File: config.mk
export PLATFORM = sky130hd
export DESIGN_NAME = ifmap_decompressor
export DESIGN_NICKNAME = d
export VERILOG_FILES = /design/src/logic/packet_pkg.sv /design/src/logic/compress_format_pkg.sv /design/src/logic/ifmap_decompressor.sv /design/src/logic/packet_packer.sv /design/src/logic/unit_decoder.sv /design/src/logic/group_fifo.sv
export VERILOG_INCLUDE_DIRS = /design/src /design/src/include
export SDC_FILE = /design/constraint.sdc
export NUM_CORES = 2
export LEC_CHECK = 0
export ABC_AREA = 1
export BUFFER_PORTS_ARGS = -buffer_cell sky130_fd_sc_hd__buf_2
export CELL_PAD_IN_SITES_DETAIL_PLACEMENT = 0
export CELL_PAD_IN_SITES_GLOBAL_PLACEMENT = 1
export CORE_UTILIZATION = 50
export DETAILED_ROUTE_END_ITERATION = 16
export PLACE_DENSITY = 0.79
export SYNTH_ARGS = -nofsm -noshare
export SYNTH_HDL_FRONTEND = slang
export SYNTH_HIERARCHICAL = 1
export SYNTH_SLANG_ARGS = --single-unit
File: constraint.sdc
create_clock -name layer23_gated_clk -period 12.5 [get_ports layer23_gated_clk]
set_input_delay 1.25 -clock layer23_gated_clk [delete_from_list [all_inputs] [get_ports layer23_gated_clk]]
set_output_delay 1.25 -clock layer23_gated_clk [all_outputs]
set_load 0.005 [all_outputs]
File: src/include/decomp_settings.svh
`ifndef DECOMP_SETTINGS_SVH
`define DECOMP_SETTINGS_SVH

// one memory word carries exactly one compress group
`define DECOMP_MEM_WORD_BITS 64

// entries in the group buffer, sized to cover the memory latency
`define DECOMP_FIFO_DEPTH 16

`define DECOMP_UNITS_PER_GROUP 5  // five 12-bit units below the 4 info bits
`define DECOMP_ZERO_BITS 4        // zero run ahead of each value
`define DECOMP_VAL_BITS 8         // one byte element

// the global buffer takes eight elements per packet
`define DECOMP_PACKET_SLOTS 8

`define DECOMP_END_IDX_BITS 3     // end index field of the info bits

// end index of a group whose five units are all valid
`define DECOMP_ALL_VALID_CODE 7

`endif
File: src/logic/packet_pkg.sv
`include "decomp_settings.svh"

package packet_pkg;

    typedef logic [`DECOMP_VAL_BITS-1:0] element_t;
    typedef logic [`DECOMP_PACKET_SLOTS-1:0] slot_mask_t;
    typedef logic [`DECOMP_ZERO_BITS:0] element_count_t;  // 0 to 16 elements of one unit

    // element position inside one group, up to five full units
    typedef logic [$clog2(`DECOMP_UNITS_PER_GROUP * (1 << `DECOMP_ZERO_BITS) + 1)-1:0] group_pos_t;

    typedef struct packed {
        logic                                  packet_valid;
        logic                                  last;        // carries the final element
        slot_mask_t                            valid_mask;  // low aligned
        element_t [`DECOMP_PACKET_SLOTS-1:0]   data;        // slot 0 in the low byte
    } decomp_packet_t;

    typedef enum logic [1:0] {IDLE, FILL, HOLD, DONE} pack_state_e;

endpackage

File: src/logic/compress_format_pkg.sv
`include "decomp_settings.svh"

package compress_format_pkg;

    typedef logic [`DECOMP_MEM_WORD_BITS-1:0] mem_word_t;  // raw word as memory returns it
    typedef logic [`DECOMP_ZERO_BITS-1:0] zero_run_t;
    typedef logic [`DECOMP_VAL_BITS-1:0] unit_val_t;
    typedef logic [`DECOMP_END_IDX_BITS-1:0] end_idx_t;

    // unit i sits at bits 12i+11 down to 12i, zero run in the low nibble
    typedef struct packed {
        unit_val_t val;   // byte emitted after the zeros
        zero_run_t zero;  // count of zero bytes ahead of val
    } compress_unit_t;

    typedef struct packed {
        logic     end_with_val;  // end unit closes with its value rather than with zeros
        end_idx_t end_idx;       // index of the end unit, all ones if none
    } group_info_t;

    typedef logic [$clog2(`DECOMP_FIFO_DEPTH):0] fifo_ptr_t;  // msb is the wrap bit

endpackage

File: src/logic/ifmap_decompressor.sv
`timescale 1ns/1ps
`include "decomp_settings.svh"

module ifmap_decompressor (
    input  logic                           layer23_gated_clk,
    input  logic                           rst_n,
    input  logic                           start,
    input  logic                           ifmap_buffer_req,
    input  compress_format_pkg::mem_word_t mem_data,
    input  logic                           mem_data_valid,
    input  logic                           mem_ack,
    output logic                           mem_req,
    output logic                           decompressor_ack,
    output packet_pkg::decomp_packet_t     decompress_packet
);
    localparam int UNITS     = `DECOMP_UNITS_PER_GROUP;
    localparam int UNIT_BITS = $bits(compress_format_pkg::compress_unit_t);
    localparam int INFO_BITS = $bits(compress_format_pkg::group_info_t);

    compress_format_pkg::mem_word_t head_word;
    logic head_valid;
    logic head_pop;
    compress_format_pkg::compress_unit_t [UNITS-1:0] head_units;  // unit 0 in the low bits
    compress_format_pkg::group_info_t head_info;
    logic group_is_end;
    packet_pkg::element_count_t [UNITS-1:0] unit_count;
    logic [UNITS-1:0] unit_has_val;

    assign head_units = head_word[UNITS*UNIT_BITS-1:0];
    assign head_info = head_word[`DECOMP_MEM_WORD_BITS-1 -: INFO_BITS];  // info in the top nibble
    assign group_is_end = head_info.end_idx !=
                          compress_format_pkg::end_idx_t'(`DECOMP_ALL_VALID_CODE);
    assign decompressor_ack = decompress_packet.packet_valid;

    group_fifo u_group_fifo (
        .layer23_gated_clk (layer23_gated_clk),
        .rst_n             (rst_n),
        .start             (start),
        .mem_data          (mem_data),
        .mem_data_valid    (mem_data_valid),
        .mem_ack           (mem_ack),
        .head_pop          (head_pop),
        .mem_req           (mem_req),
        .head_valid        (head_valid),
        .head_word         (head_word)
    );

    // one lane per unit, all decoding the head group in the same cycle
    for (genvar i = 0; i < UNITS; i++) begin : g_lane
        unit_decoder #(.LANE(i)) u_unit_decoder (
            .unit         (head_units[i]),
            .info         (head_info),
            .unit_count   (unit_count[i]),
            .unit_has_val (unit_has_val[i])
        );
    end

    packet_packer u_packet_packer (
        .layer23_gated_clk (layer23_gated_clk),
        .rst_n             (rst_n),
        .start             (start),
        .ifmap_buffer_req  (ifmap_buffer_req),
        .head_valid        (head_valid),
        .units             (head_units),
        .unit_count        (unit_count),
        .unit_has_val      (unit_has_val),
        .group_is_end      (group_is_end),
        .head_pop          (head_pop),
        .packet            (decompress_packet)
    );

endmodule

File: src/logic/packet_packer.sv
`timescale 1ns/1ps
`include "decomp_settings.svh"

module packet_packer (
    input  logic                       layer23_gated_clk,
    input  logic                       rst_n,
    input  logic                       start,
    input  logic                       ifmap_buffer_req,
    input  logic                       head_valid,
    input  compress_format_pkg::compress_unit_t [`DECOMP_UNITS_PER_GROUP-1:0] units,
    input  packet_pkg::element_count_t [`DECOMP_UNITS_PER_GROUP-1:0]          unit_count,
    input  logic [`DECOMP_UNITS_PER_GROUP-1:0] unit_has_val,
    input  logic                       group_is_end,
    output logic                       head_pop,
    output packet_pkg::decomp_packet_t packet
);
    localparam int UNITS = `DECOMP_UNITS_PER_GROUP;
    localparam int SLOTS = `DECOMP_PACKET_SLOTS;

    packet_pkg::pack_state_e state;
    packet_pkg::pack_state_e state_next;
    packet_pkg::decomp_packet_t packet_base;
    packet_pkg::decomp_packet_t packet_next;
    packet_pkg::element_count_t fill;        // slots already used in the packet being built
    packet_pkg::element_count_t fill_next;
    packet_pkg::element_count_t base_fill;
    packet_pkg::element_count_t free_slots;
    packet_pkg::element_count_t take;
    packet_pkg::element_count_t new_fill;
    packet_pkg::group_pos_t offset;          // elements of the head group already packed
    packet_pkg::group_pos_t offset_next;
    packet_pkg::group_pos_t remaining;
    packet_pkg::group_pos_t [UNITS-1:0] unit_end;  // running sum of the lane counts
    logic handshake;
    logic advance;
    logic append;
    logic group_done;
    logic end_done;
    logic emit;

    always_comb begin
        packet_pkg::group_pos_t acc;
        acc = '0;
        for (int i = 0; i < UNITS; i++) begin
            acc = acc + packet_pkg::group_pos_t'(unit_count[i]);
            unit_end[i] = acc;  // one past the last element of unit i
        end
    end

    assign handshake = packet.packet_valid & ifmap_buffer_req;

    // packing also carries on in the cycle a held packet is taken, so there is no bubble
    assign advance = (state == packet_pkg::FILL) ||
                     (state == packet_pkg::HOLD && handshake && !packet.last);
    assign append = advance & head_valid;

    assign packet_base = (state == packet_pkg::HOLD) ? '0 : packet;
    assign base_fill   = (state == packet_pkg::HOLD) ? '0 : fill;
    assign free_slots  = packet_pkg::element_count_t'(SLOTS) - base_fill;

    assign remaining = unit_end[UNITS-1] - offset;
    assign take = (remaining < packet_pkg::group_pos_t'(free_slots)) ?
                  packet_pkg::element_count_t'(remaining) : free_slots;
    assign new_fill = base_fill + take;

    assign group_done = packet_pkg::group_pos_t'(take) == remaining;  // head group used up
    assign end_done   = append & group_done & group_is_end;
    assign emit       = (new_fill == packet_pkg::element_count_t'(SLOTS)) | end_done;
    assign head_pop   = append & group_done;

    // element e of the group is a value only where some unit ends on its val
    always_comb begin
        packet_pkg::group_pos_t elem;
        packet_next = packet_base;
        for (int s = 0; s < SLOTS; s++) begin
            elem = offset + packet_pkg::group_pos_t'(s) - packet_pkg::group_pos_t'(base_fill);
            if (packet_pkg::element_count_t'(s) >= base_fill &&
                packet_pkg::element_count_t'(s) < new_fill) begin
                packet_next.valid_mask[s] = 1'b1;
                packet_next.data[s] = '0;
                for (int i = 0; i < UNITS; i++) begin
                    if (unit_has_val[i] && elem == unit_end[i] - 1'b1) begin
                        packet_next.data[s] = units[i].val;
                    end
                end
            end
        end
        packet_next.packet_valid = emit && new_fill != '0;  // an empty tail is dropped
        packet_next.last = end_done && new_fill != '0;
    end

    always_comb begin
        state_next  = state;
        fill_next   = fill;
        offset_next = offset;
        case (state)
            packet_pkg::IDLE: begin
                if (head_valid) begin
                    state_next = packet_pkg::FILL;
                end
            end
            packet_pkg::FILL, packet_pkg::HOLD: begin
                if (state == packet_pkg::HOLD && handshake && packet.last) begin
                    state_next = packet_pkg::DONE;  // final packet taken
                end else if (append) begin
                    fill_next   = emit ? '0 : new_fill;
                    offset_next = group_done ? '0 : offset + packet_pkg::group_pos_t'(take);
                    if (emit) begin
                        state_next = (new_fill == '0) ? packet_pkg::DONE : packet_pkg::HOLD;
                    end else begin
                        state_next = packet_pkg::FILL;
                    end
                end else if (state == packet_pkg::HOLD && handshake) begin
                    fill_next  = '0;
                    state_next = packet_pkg::FILL;  // taken while the buffer is empty
                end
            end
            default: begin
                state_next = state;  // DONE waits for the next start
            end
        endcase
    end

    always_ff @(posedge layer23_gated_clk or negedge rst_n) begin
        if (!rst_n) begin
            state  <= packet_pkg::IDLE;
            fill   <= '0;
            offset <= '0;
            packet <= '0;
        end else if (start) begin
            state  <= packet_pkg::IDLE;
            fill   <= '0;
            offset <= '0;
            packet <= '0;
        end else begin
            state  <= state_next;
            fill   <= fill_next;
            offset <= offset_next;
            if (append) begin
                packet <= packet_next;
            end else if (handshake) begin
                packet <= '0;  // accepted with nothing new to pack
            end
        end
    end

endmodule

File: src/logic/unit_decoder.sv
`timescale 1ns/1ps
`include "decomp_settings.svh"

module unit_decoder #(
    parameter int LANE = 0  // position of this unit inside the group
) (
    input  compress_format_pkg::compress_unit_t unit,
    input  compress_format_pkg::group_info_t    info,
    output packet_pkg::element_count_t          unit_count,
    output logic                                unit_has_val
);
    localparam compress_format_pkg::end_idx_t LANE_IDX = compress_format_pkg::end_idx_t'(LANE);

    logic is_end;
    logic full_unit;
    logic zero_tail;
    packet_pkg::element_count_t run_len;

    assign is_end = info.end_idx != compress_format_pkg::end_idx_t'(`DECOMP_ALL_VALID_CODE);

    // units ahead of the end index, and the end unit when it closes on val, expand fully
    assign full_unit = !is_end || (LANE_IDX < info.end_idx) ||
                       (LANE_IDX == info.end_idx && info.end_with_val);
    assign zero_tail = is_end && LANE_IDX == info.end_idx && !info.end_with_val;

    assign run_len = packet_pkg::element_count_t'(unit.zero);

    always_comb begin
        if (full_unit) begin
            unit_count   = run_len + 1'b1;  // zeros then the value
            unit_has_val = 1'b1;
        end else if (zero_tail) begin
            unit_count   = run_len;         // stream ends inside the zero run
            unit_has_val = 1'b0;
        end else begin
            unit_count   = '0;              // past the end of the stream
            unit_has_val = 1'b0;
        end
    end

endmodule

File: src/logic/group_fifo.sv
`timescale 1ns/1ps
`include "decomp_settings.svh"

module group_fifo (
    input  logic                           layer23_gated_clk,
    input  logic                           rst_n,
    input  logic                           start,
    input  compress_format_pkg::mem_word_t mem_data,
    input  logic                           mem_data_valid,
    input  logic                           mem_ack,
    input  logic                           head_pop,
    output logic                           mem_req,
    output logic                           head_valid,
    output compress_format_pkg::mem_word_t head_word
);
    localparam int IDX_BITS = $clog2(`DECOMP_FIFO_DEPTH);

    compress_format_pkg::mem_word_t entries [`DECOMP_FIFO_DEPTH];
    compress_format_pkg::fifo_ptr_t wr_ptr;     // next entry that memory data lands in
    compress_format_pkg::fifo_ptr_t fetch_ptr;  // counts requests that memory has acked
    compress_format_pkg::fifo_ptr_t rd_ptr;     // head entry seen by the packer
    compress_format_pkg::group_info_t wr_info;
    logic enable;
    logic fetch_full;
    logic fetch;
    logic wr_en;
    logic wr_is_end;
    logic pop;

    // the info nibble of the incoming word tells whether it closes the stream
    assign wr_info = mem_data[`DECOMP_MEM_WORD_BITS-1 -: $bits(compress_format_pkg::group_info_t)];
    assign wr_is_end = wr_info.end_idx !=
                       compress_format_pkg::end_idx_t'(`DECOMP_ALL_VALID_CODE);

    // once enable drops, words from requests still in flight are thrown away
    assign wr_en = enable & mem_data_valid;

    // full when every entry is either in flight or waiting to be popped
    assign fetch_full = (fetch_ptr[IDX_BITS] != rd_ptr[IDX_BITS]) &&
                        (fetch_ptr[IDX_BITS-1:0] == rd_ptr[IDX_BITS-1:0]);
    assign mem_req = enable & ~fetch_full;
    assign fetch = mem_req & mem_ack;  // ack comes back in the same cycle as the request

    assign head_valid = wr_ptr != rd_ptr;
    assign pop = head_pop & head_valid;
    assign head_word = entries[rd_ptr[IDX_BITS-1:0]];

    always_ff @(posedge layer23_gated_clk or negedge rst_n) begin
        if (!rst_n) begin
            wr_ptr    <= '0;
            fetch_ptr <= '0;
            rd_ptr    <= '0;
            enable    <= 1'b0;
        end else if (start) begin
            wr_ptr    <= '0;  // a new stream always starts from an empty buffer
            fetch_ptr <= '0;
            rd_ptr    <= '0;
            enable    <= 1'b1;
        end else begin
            if (wr_en) begin
                wr_ptr <= wr_ptr + 1'b1;
            end
            if (wr_en && wr_is_end) begin
                enable <= 1'b0;  // the end group is in, stop fetching
            end
            if (fetch) begin
                fetch_ptr <= fetch_ptr + 1'b1;
            end
            if (pop) begin
                rd_ptr <= rd_ptr + 1'b1;
            end
        end
    end

    // words arrive in request order, so they simply land at the write pointer
    always_ff @(posedge layer23_gated_clk) begin
        if (wr_en) begin
            entries[wr_ptr[IDX_BITS-1:0]] <= mem_data;
        end
    end

endmodule

# == Word-level counts from Yosys, hierarchy flattened ==
# Memories as Yosys holds them, arrays and structs flattened.
# Cells that the tools add are included.
# word_totals
ff_bits,104
ramBits,1024
output_inout_bits,76
wordCells,373
n_memories,1
# memory_table
memory,depth,word_bits,read_ports,rd_ports_with_merged_regs,wr,line_no,rtl
u_group_fifo.entries,16,64,1,0,1,group_fifo.sv:18,compress_format_pkg::mem_word_t entries [`DECOMP_FIFO_DEPTH];
# classes
add_sub_neg,36
n_lt_le_gt_ge,22
n_eq_ne,64
muxes,106
n_bitwise,10
reduce_logical,109
# ops
operator,count
$mux 8,48
$eq 7x7->1,40
$mux 74,3
$mux 5,19
$mux 72,1
$logic_and 1x1->1,70
$sub 7x5->7,8
$mux 7,5
$ne 4x4->1 const B,8
$add 7x3->7 const B,4
$add 7x5->7,4
$sub 7x1->7 const B,4
$add 4x1->5 const B,5
$ge 3x5->1 const A,4
$lt 3x5->1 const A,4
$mux 4,5
$mux 1,18
$reduce_and 2->1,8
$add 5x1->5 const B,3
$add 7x2->7 const B,2
$mux 2,6
$reduce_bool 2->1,6
$logic_or 1x1->1,11
$ge 1x5->1 const A,2
38 further kinds,59

# == Depth between registers and ports, before layout ==
# An unclocked memory read counts as a cell.
# logic_depth
depth_word,22
mapped_depth,60
depth_no_buf,56

# == Cells and area by module ==
# Netlist, hierarchy kept.
# by_module_without_submodules
mod,instances,cells_each,area_per_inst_um2,seq_area_each_um2
group_fifo,1,3056,40647.7,31149.9
packet_packer,1,2258,13327.8,2202.1
unit_decoder at g_lane[4].u_unit_decoder,1,29,145.1,0.0
unit_decoder at g_lane[1].u_unit_decoder,1,25,143.9,0.0
unit_decoder at g_lane[3].u_unit_decoder,1,28,137.6,0.0
unit_decoder at g_lane[2].u_unit_decoder,1,27,132.6,0.0
unit_decoder at g_lane[0].u_unit_decoder,1,22,113.9,0.0
ifmap_decompressor,1,2,12.5,0.0

# == Least setup slack after synthesis ==
# OpenSTA, ideal clock, no wires.
# synth_path
kind,reg2reg
startpoint,register u_group_fifo.rd_ptr[0]
endpoint,register u_packet_packer/packet[56] (netlist bit)
setup_ns,0.066
arrival_ns,8.939
required_time_ns,12.434
path_slack_ns,3.495
path_stages_with_launch,55
path_buffers,4
cell_sequence,dfrtp_1 -> buf_4 -> buf_4 -> buf_4 -> nor2_1 -> nor2_1 -> o21ai_1 -> o211ai_1 -> nand3_1 -> nand3_1 -> nor2_1 -> nand2_2 -> xor2_1 -> ha_1 -> inv_1 -> fa_1 -> xor2_1 -> inv_1 -> [19 not listed] -> nor2_1 -> nand3_1 -> buf_2 -> nand2_1 -> o21ai_0 -> ha_1 -> fa_1 -> a21oi_1 -> o21bai_1 -> xor2_1 -> inv_1 -> nand3_1 -> nand2_2 -> nand2_1 -> nand2_1 -> nor2_1 -> o211ai_1 -> nand2_1
# synth_lines
element,line_no,rtl
start: declaration,group_fifo.sv:21,compress_format_pkg::fifo_ptr_t rd_ptr;
start signal: assignment,group_fifo.sv:70,rd_ptr <= rd_ptr + 1'b1;
$mem_v2 16x64 *,-,
named net head_word[61],ifmap_decompressor.sv:20,compress_format_pkg::mem_word_t head_word;
branches (longest 3 deep; another with $lt 1x3->1),-,
$logic_or 1x1->1 *,unit_decoder.sv:22,assign full_unit = !is_end || (LANE_IDX < info.end_idx) ||
$mux 1 *,unit_decoder.sv:29,if (full_unit) begin
named net unit_has_val[0],ifmap_decompressor.sv:27,logic [UNITS-1:0] unit_has_val;
$logic_and 1x1->1 *,packet_packer.sv:82,if (unit_has_val[i] && elem == unit_end[i] - 1'b1) begin
$mux 8 * (5 in series),packet_packer.sv:82,
$mux 8 *,packet_packer.sv:77,if (packet_pkg::element_count_t'(s) >= base_fill &&
$mux 74 *,packet_packer.sv:139,if (append) begin
$mux 74 *,packet_packer.sv:130,end else if (start) begin
end signal: assignment,packet_packer.sv:140,packet <= packet_next;
end: declaration,packet_packer.sv:15,output packet_pkg::decomp_packet_t packet
# Mark *: on every way through the listed nets, which the timed path passes.
# A chain may end at the register's enable or synchronous reset.

# == Final worst setup path ==
# Ends and elaborated chain as after synthesis.

==> flow_metrics.py <==
metrics = {
    "outcome": {
        "outcome": "completed",
    },
    "worst_setup_path": {
        "required_ns": 13.18,
        "crit_arrival_ns": 11.74,
        "start_kind": "flop",
        "cp_max_fo": 120,
        "max_stage_delay_ns": 0.83,
        "critPathKind": "flop to flop",
        "end_kind": "flop",
        "cp_slowest_cell": "dfrtp_4",
    },
    "placed_design": {
        "postPlaceCellArea_um2": 56700,
        "portBuffers": 145,
        "dp_hpwl_mm": 104,
        "place.gp.congestion": 0.967,
    },
    "sta": {
        "finalSetupTns_ns": 0,
        "period_needed_ns": 11.06,
        "hold_violations": 0,
        "tightest_slew_ns": 1.23,
        "finalSetupViolCount": 0,
        "finalCritPeriodShare_pct": 88.5,
        "drv_slew": 0,
        "fin_worst_skew_ns": 0.0612,
        "rsz0062_at_grt": "no",
        "maxSlewHeadroom_pct": 17.9,
        "timing.fmax_mhz": 90.4,
    },
    "layout": {
        "stdcell_area_um2": 60400,
        "finalNetCount": 5700,
        "drive_gt1_share_pct": 8.32,
        "area_delta_synth_final_pct": 10.4,
    },
    "floorplanning": {
        "initial_core_util_pct": 50.8,
        "io_pins": 146,
        "core_um2": 108000,
        "die_y_um": 333,
        "row_count": 120,
        "chipWidth_um": 333,
        "design.die.area_um2": 111000,
    },
    "detailed_routing": {
        "drt-vias-per-instance": 5.87,
        "ant_nets": 0,
        "vias": 41247,
        "wire_per_inst_um": 23.4,
        "wl_mm": 165,
        "drt_first_iter_violations": 4344,
        "drc": 0,
        "first_pass_iters": 6,
    },
    "clocking": {
        "post_cts_buffers": 0,
        "htree_levels": 3,
        "clock_sinks": 1128,
        "cts_tree": "done",
        "cts_resized": 0,
        "cts_max_path_buffers": 3,
        "ctsHoldBuffers": 0,
        "clkTransAtPathRegs_ns": 0.06,
        "clockRootBuffer": "clkbuf_16",
        "worst_skew_pair.late_latency_ns": 0.74,
        "numCtsBuffers": 112,
    },
    "yosys": {
        "yosysWarningCount": 6,
        "synthFlopType": "edfxtp_1",
        "yosysTopAreaCellShare_pct": 56.3,
        "yosysTopAreaCell": "edfxtp_1",
        "synth_nets": 5621,
        "synthCells": 5447,
        "syn_avg_cell_area_um2": 10.0,
        "synth-seq-cells": 1128,
        "yosysUniqueCellTypes": 53,
        "synth_edf_count": 1024,
        "synthTopCellsByArea": "edfxtp_1 56%, nand2_1 6.8%, nor2_1 6.2%",
        "syn_area_um2": 54700,
        "synth-seq-area-share_pct": 61.0,
        "synth-async-reset-ratio_pct": 9.22,
    },
    "global_route": {
        "overflow": 0,
        "grt_max_degree": 129,
        "grt_pass1_wl_mm": 247,
        "grt_use_total_pct": 29.6,
        "antenna_found_initial": 12,
        "first_global_vias": 38941,
    },
    "hold_path": {
        "hp-class": "flop to flop",
    },
    "job": {
        "cap_viol_max_count": 0,
    },
}
==> sequential cells by signal, indices dropped and copies added (netlist names) <==
signal	flops
u_group_fifo/rd_ptr	5
u_packet_packer/state	2
u_packet_packer/packet	74
u_packet_packer/fill	5
u_packet_packer/offset	7
u_group_fifo/enable	1
u_group_fifo/fetch_ptr	5
u_group_fifo/entries	1024
u_group_fifo/wr_ptr	5
==> cells by family after synthesis <==
group	Yosys count	share of synthesized area (%)
simple gates	2423	18.2
flops	1128	61.0
compound gates	1073	11.0
buf+inv	538	4.06
xor+xnor	181	3.06
fa+ha+maj	104	2.63
==> routing by layer <==
| metal | GRT usage [%] | vias to the layer above | share of wire, % |
|---|---|---|---|
| met3 | 4.31 | 300 | 7.2 |
| met5 | 0 | - | 0.046 |
| met1 | 41.7 | 20218 | 43 |
| met4 | 11.5 | 12 | 3.8 |
| met2 | 46.5 | 1555 | 46 |
| li1 | - | 19162 | - |
==> worst paths after layout <==
check,endpoint,slack (ns),cells after the start,from
max,u_packet_packer/packet[56],1.44,49,u_group_fifo/rd_ptr[0]
min,u_packet_packer/packet[37],0.48,2,u_packet_packer/packet[37]
max reg2reg,u_packet_packer/packet[56],1.44,49,u_group_fifo/rd_ptr[0]
min reg2reg,u_packet_packer/packet[37],0.48,2,u_packet_packer/packet[37]
max in group asynchronous,u_group_fifo/rd_ptr[0],10.72,2,rst_n
min in group asynchronous,u_packet_packer/state[1],0.54,1,rst_n
==> final cells by class <==
cell class / instances / area (um^2)
multi-input cells: 3781 / 19200
clock buffers: 133 / 2900
fillers: 9193 / 47300
clock inverters: 71 / 719
repair buffers: 215 / 1290
inverters: 288 / 1090
well taps: 1403 / 1760
diodes: 5 / 12.5
flip-flops and latches: 1128 / 33400
==> worst max-delay path: cells and delay by family, from the launching register on <==
kind | cells | cell delay (ns)
flops | 1 | 0.83
simple gates | 16 | 3.07
xor+xnor | 6 | 1.57
fa+ha+maj | 9 | 2.97
buf+inv | 8 | 0.96
compound gates | 10 | 1.47
==> metrics by stage <==
step / hold WS (ns) / worst slack, ns / instances / utilization (%)
2_1_floorplan: 0.454 / 3.49 / 5447 / -
3_3_place_gp: 0.457 / 1.49 / 6814 / 52.7
3_5_place_dp: 0.461 / 1.29 / 6814 / 52.7
4_1_cts: 0.480 / 1.22 / 7018 / 56.0
5_1_grt: 0.500 / 0.329 / 7023 / 56.1
6_report: 0.476 / 1.44 / 7024 / 56.1
==> layout by cell type (no fill, tap or decap), drive strengths merged, types with 2 or more instances in the layout <==
| cell | instances |
|---|---|
| clkinv | 59 |
| xor2 | 154 |
| o211ai | 158 |
| nand3b | 8 |
| buf | 215 |
| nand4 | 51 |
| a31oi | 3 |
| o21a | 3 |
| clkbuf | 133 |
| dfrtp | 104 |
| ha | 86 |
| o21bai | 2 |
| nand2 | 1006 |
| o21ai | 686 |
| a211oi | 2 |
| nand3 | 384 |
| fa | 18 |
| nor3 | 36 |
| a21oi | 77 |
| edfxtp | 1024 |
| or2 | 14 |
| bufinv | 10 |
| nor4 | 6 |
| xnor2 | 27 |
| inv | 284 |
| nor2 | 917 |
| diode | 5 |
| o22ai | 136 |
| clkinvlp | 6 |
==> cells in the mapped netlist (5+ instances only) <==
cell type	count
dfrtp_1	104
buf_2	93
nor2_1	905
or2_2	9
o211ai_1	158
nand2_2	22
buf_1	5
a21oi_1	73
nor2_2	10
clkbuf_1	129
nand2_1	984
inv_2	5
o22ai_1	136
buf_4	22
inv_1	278
nor4_1	5
ha_1	86
nand3b_1	8
nor3_1	33
xor2_1	149
o21ai_1	228
nand3_1	380
xnor2_1	25
o21ai_0	454
clkinv_1	5
edfxtp_1	1024
fa_1	18
nand4_1	51
Power is left out: the tool's default activity adds up to more than one toggle a clock period on the data nets, which glitch-free logic cannot reach.
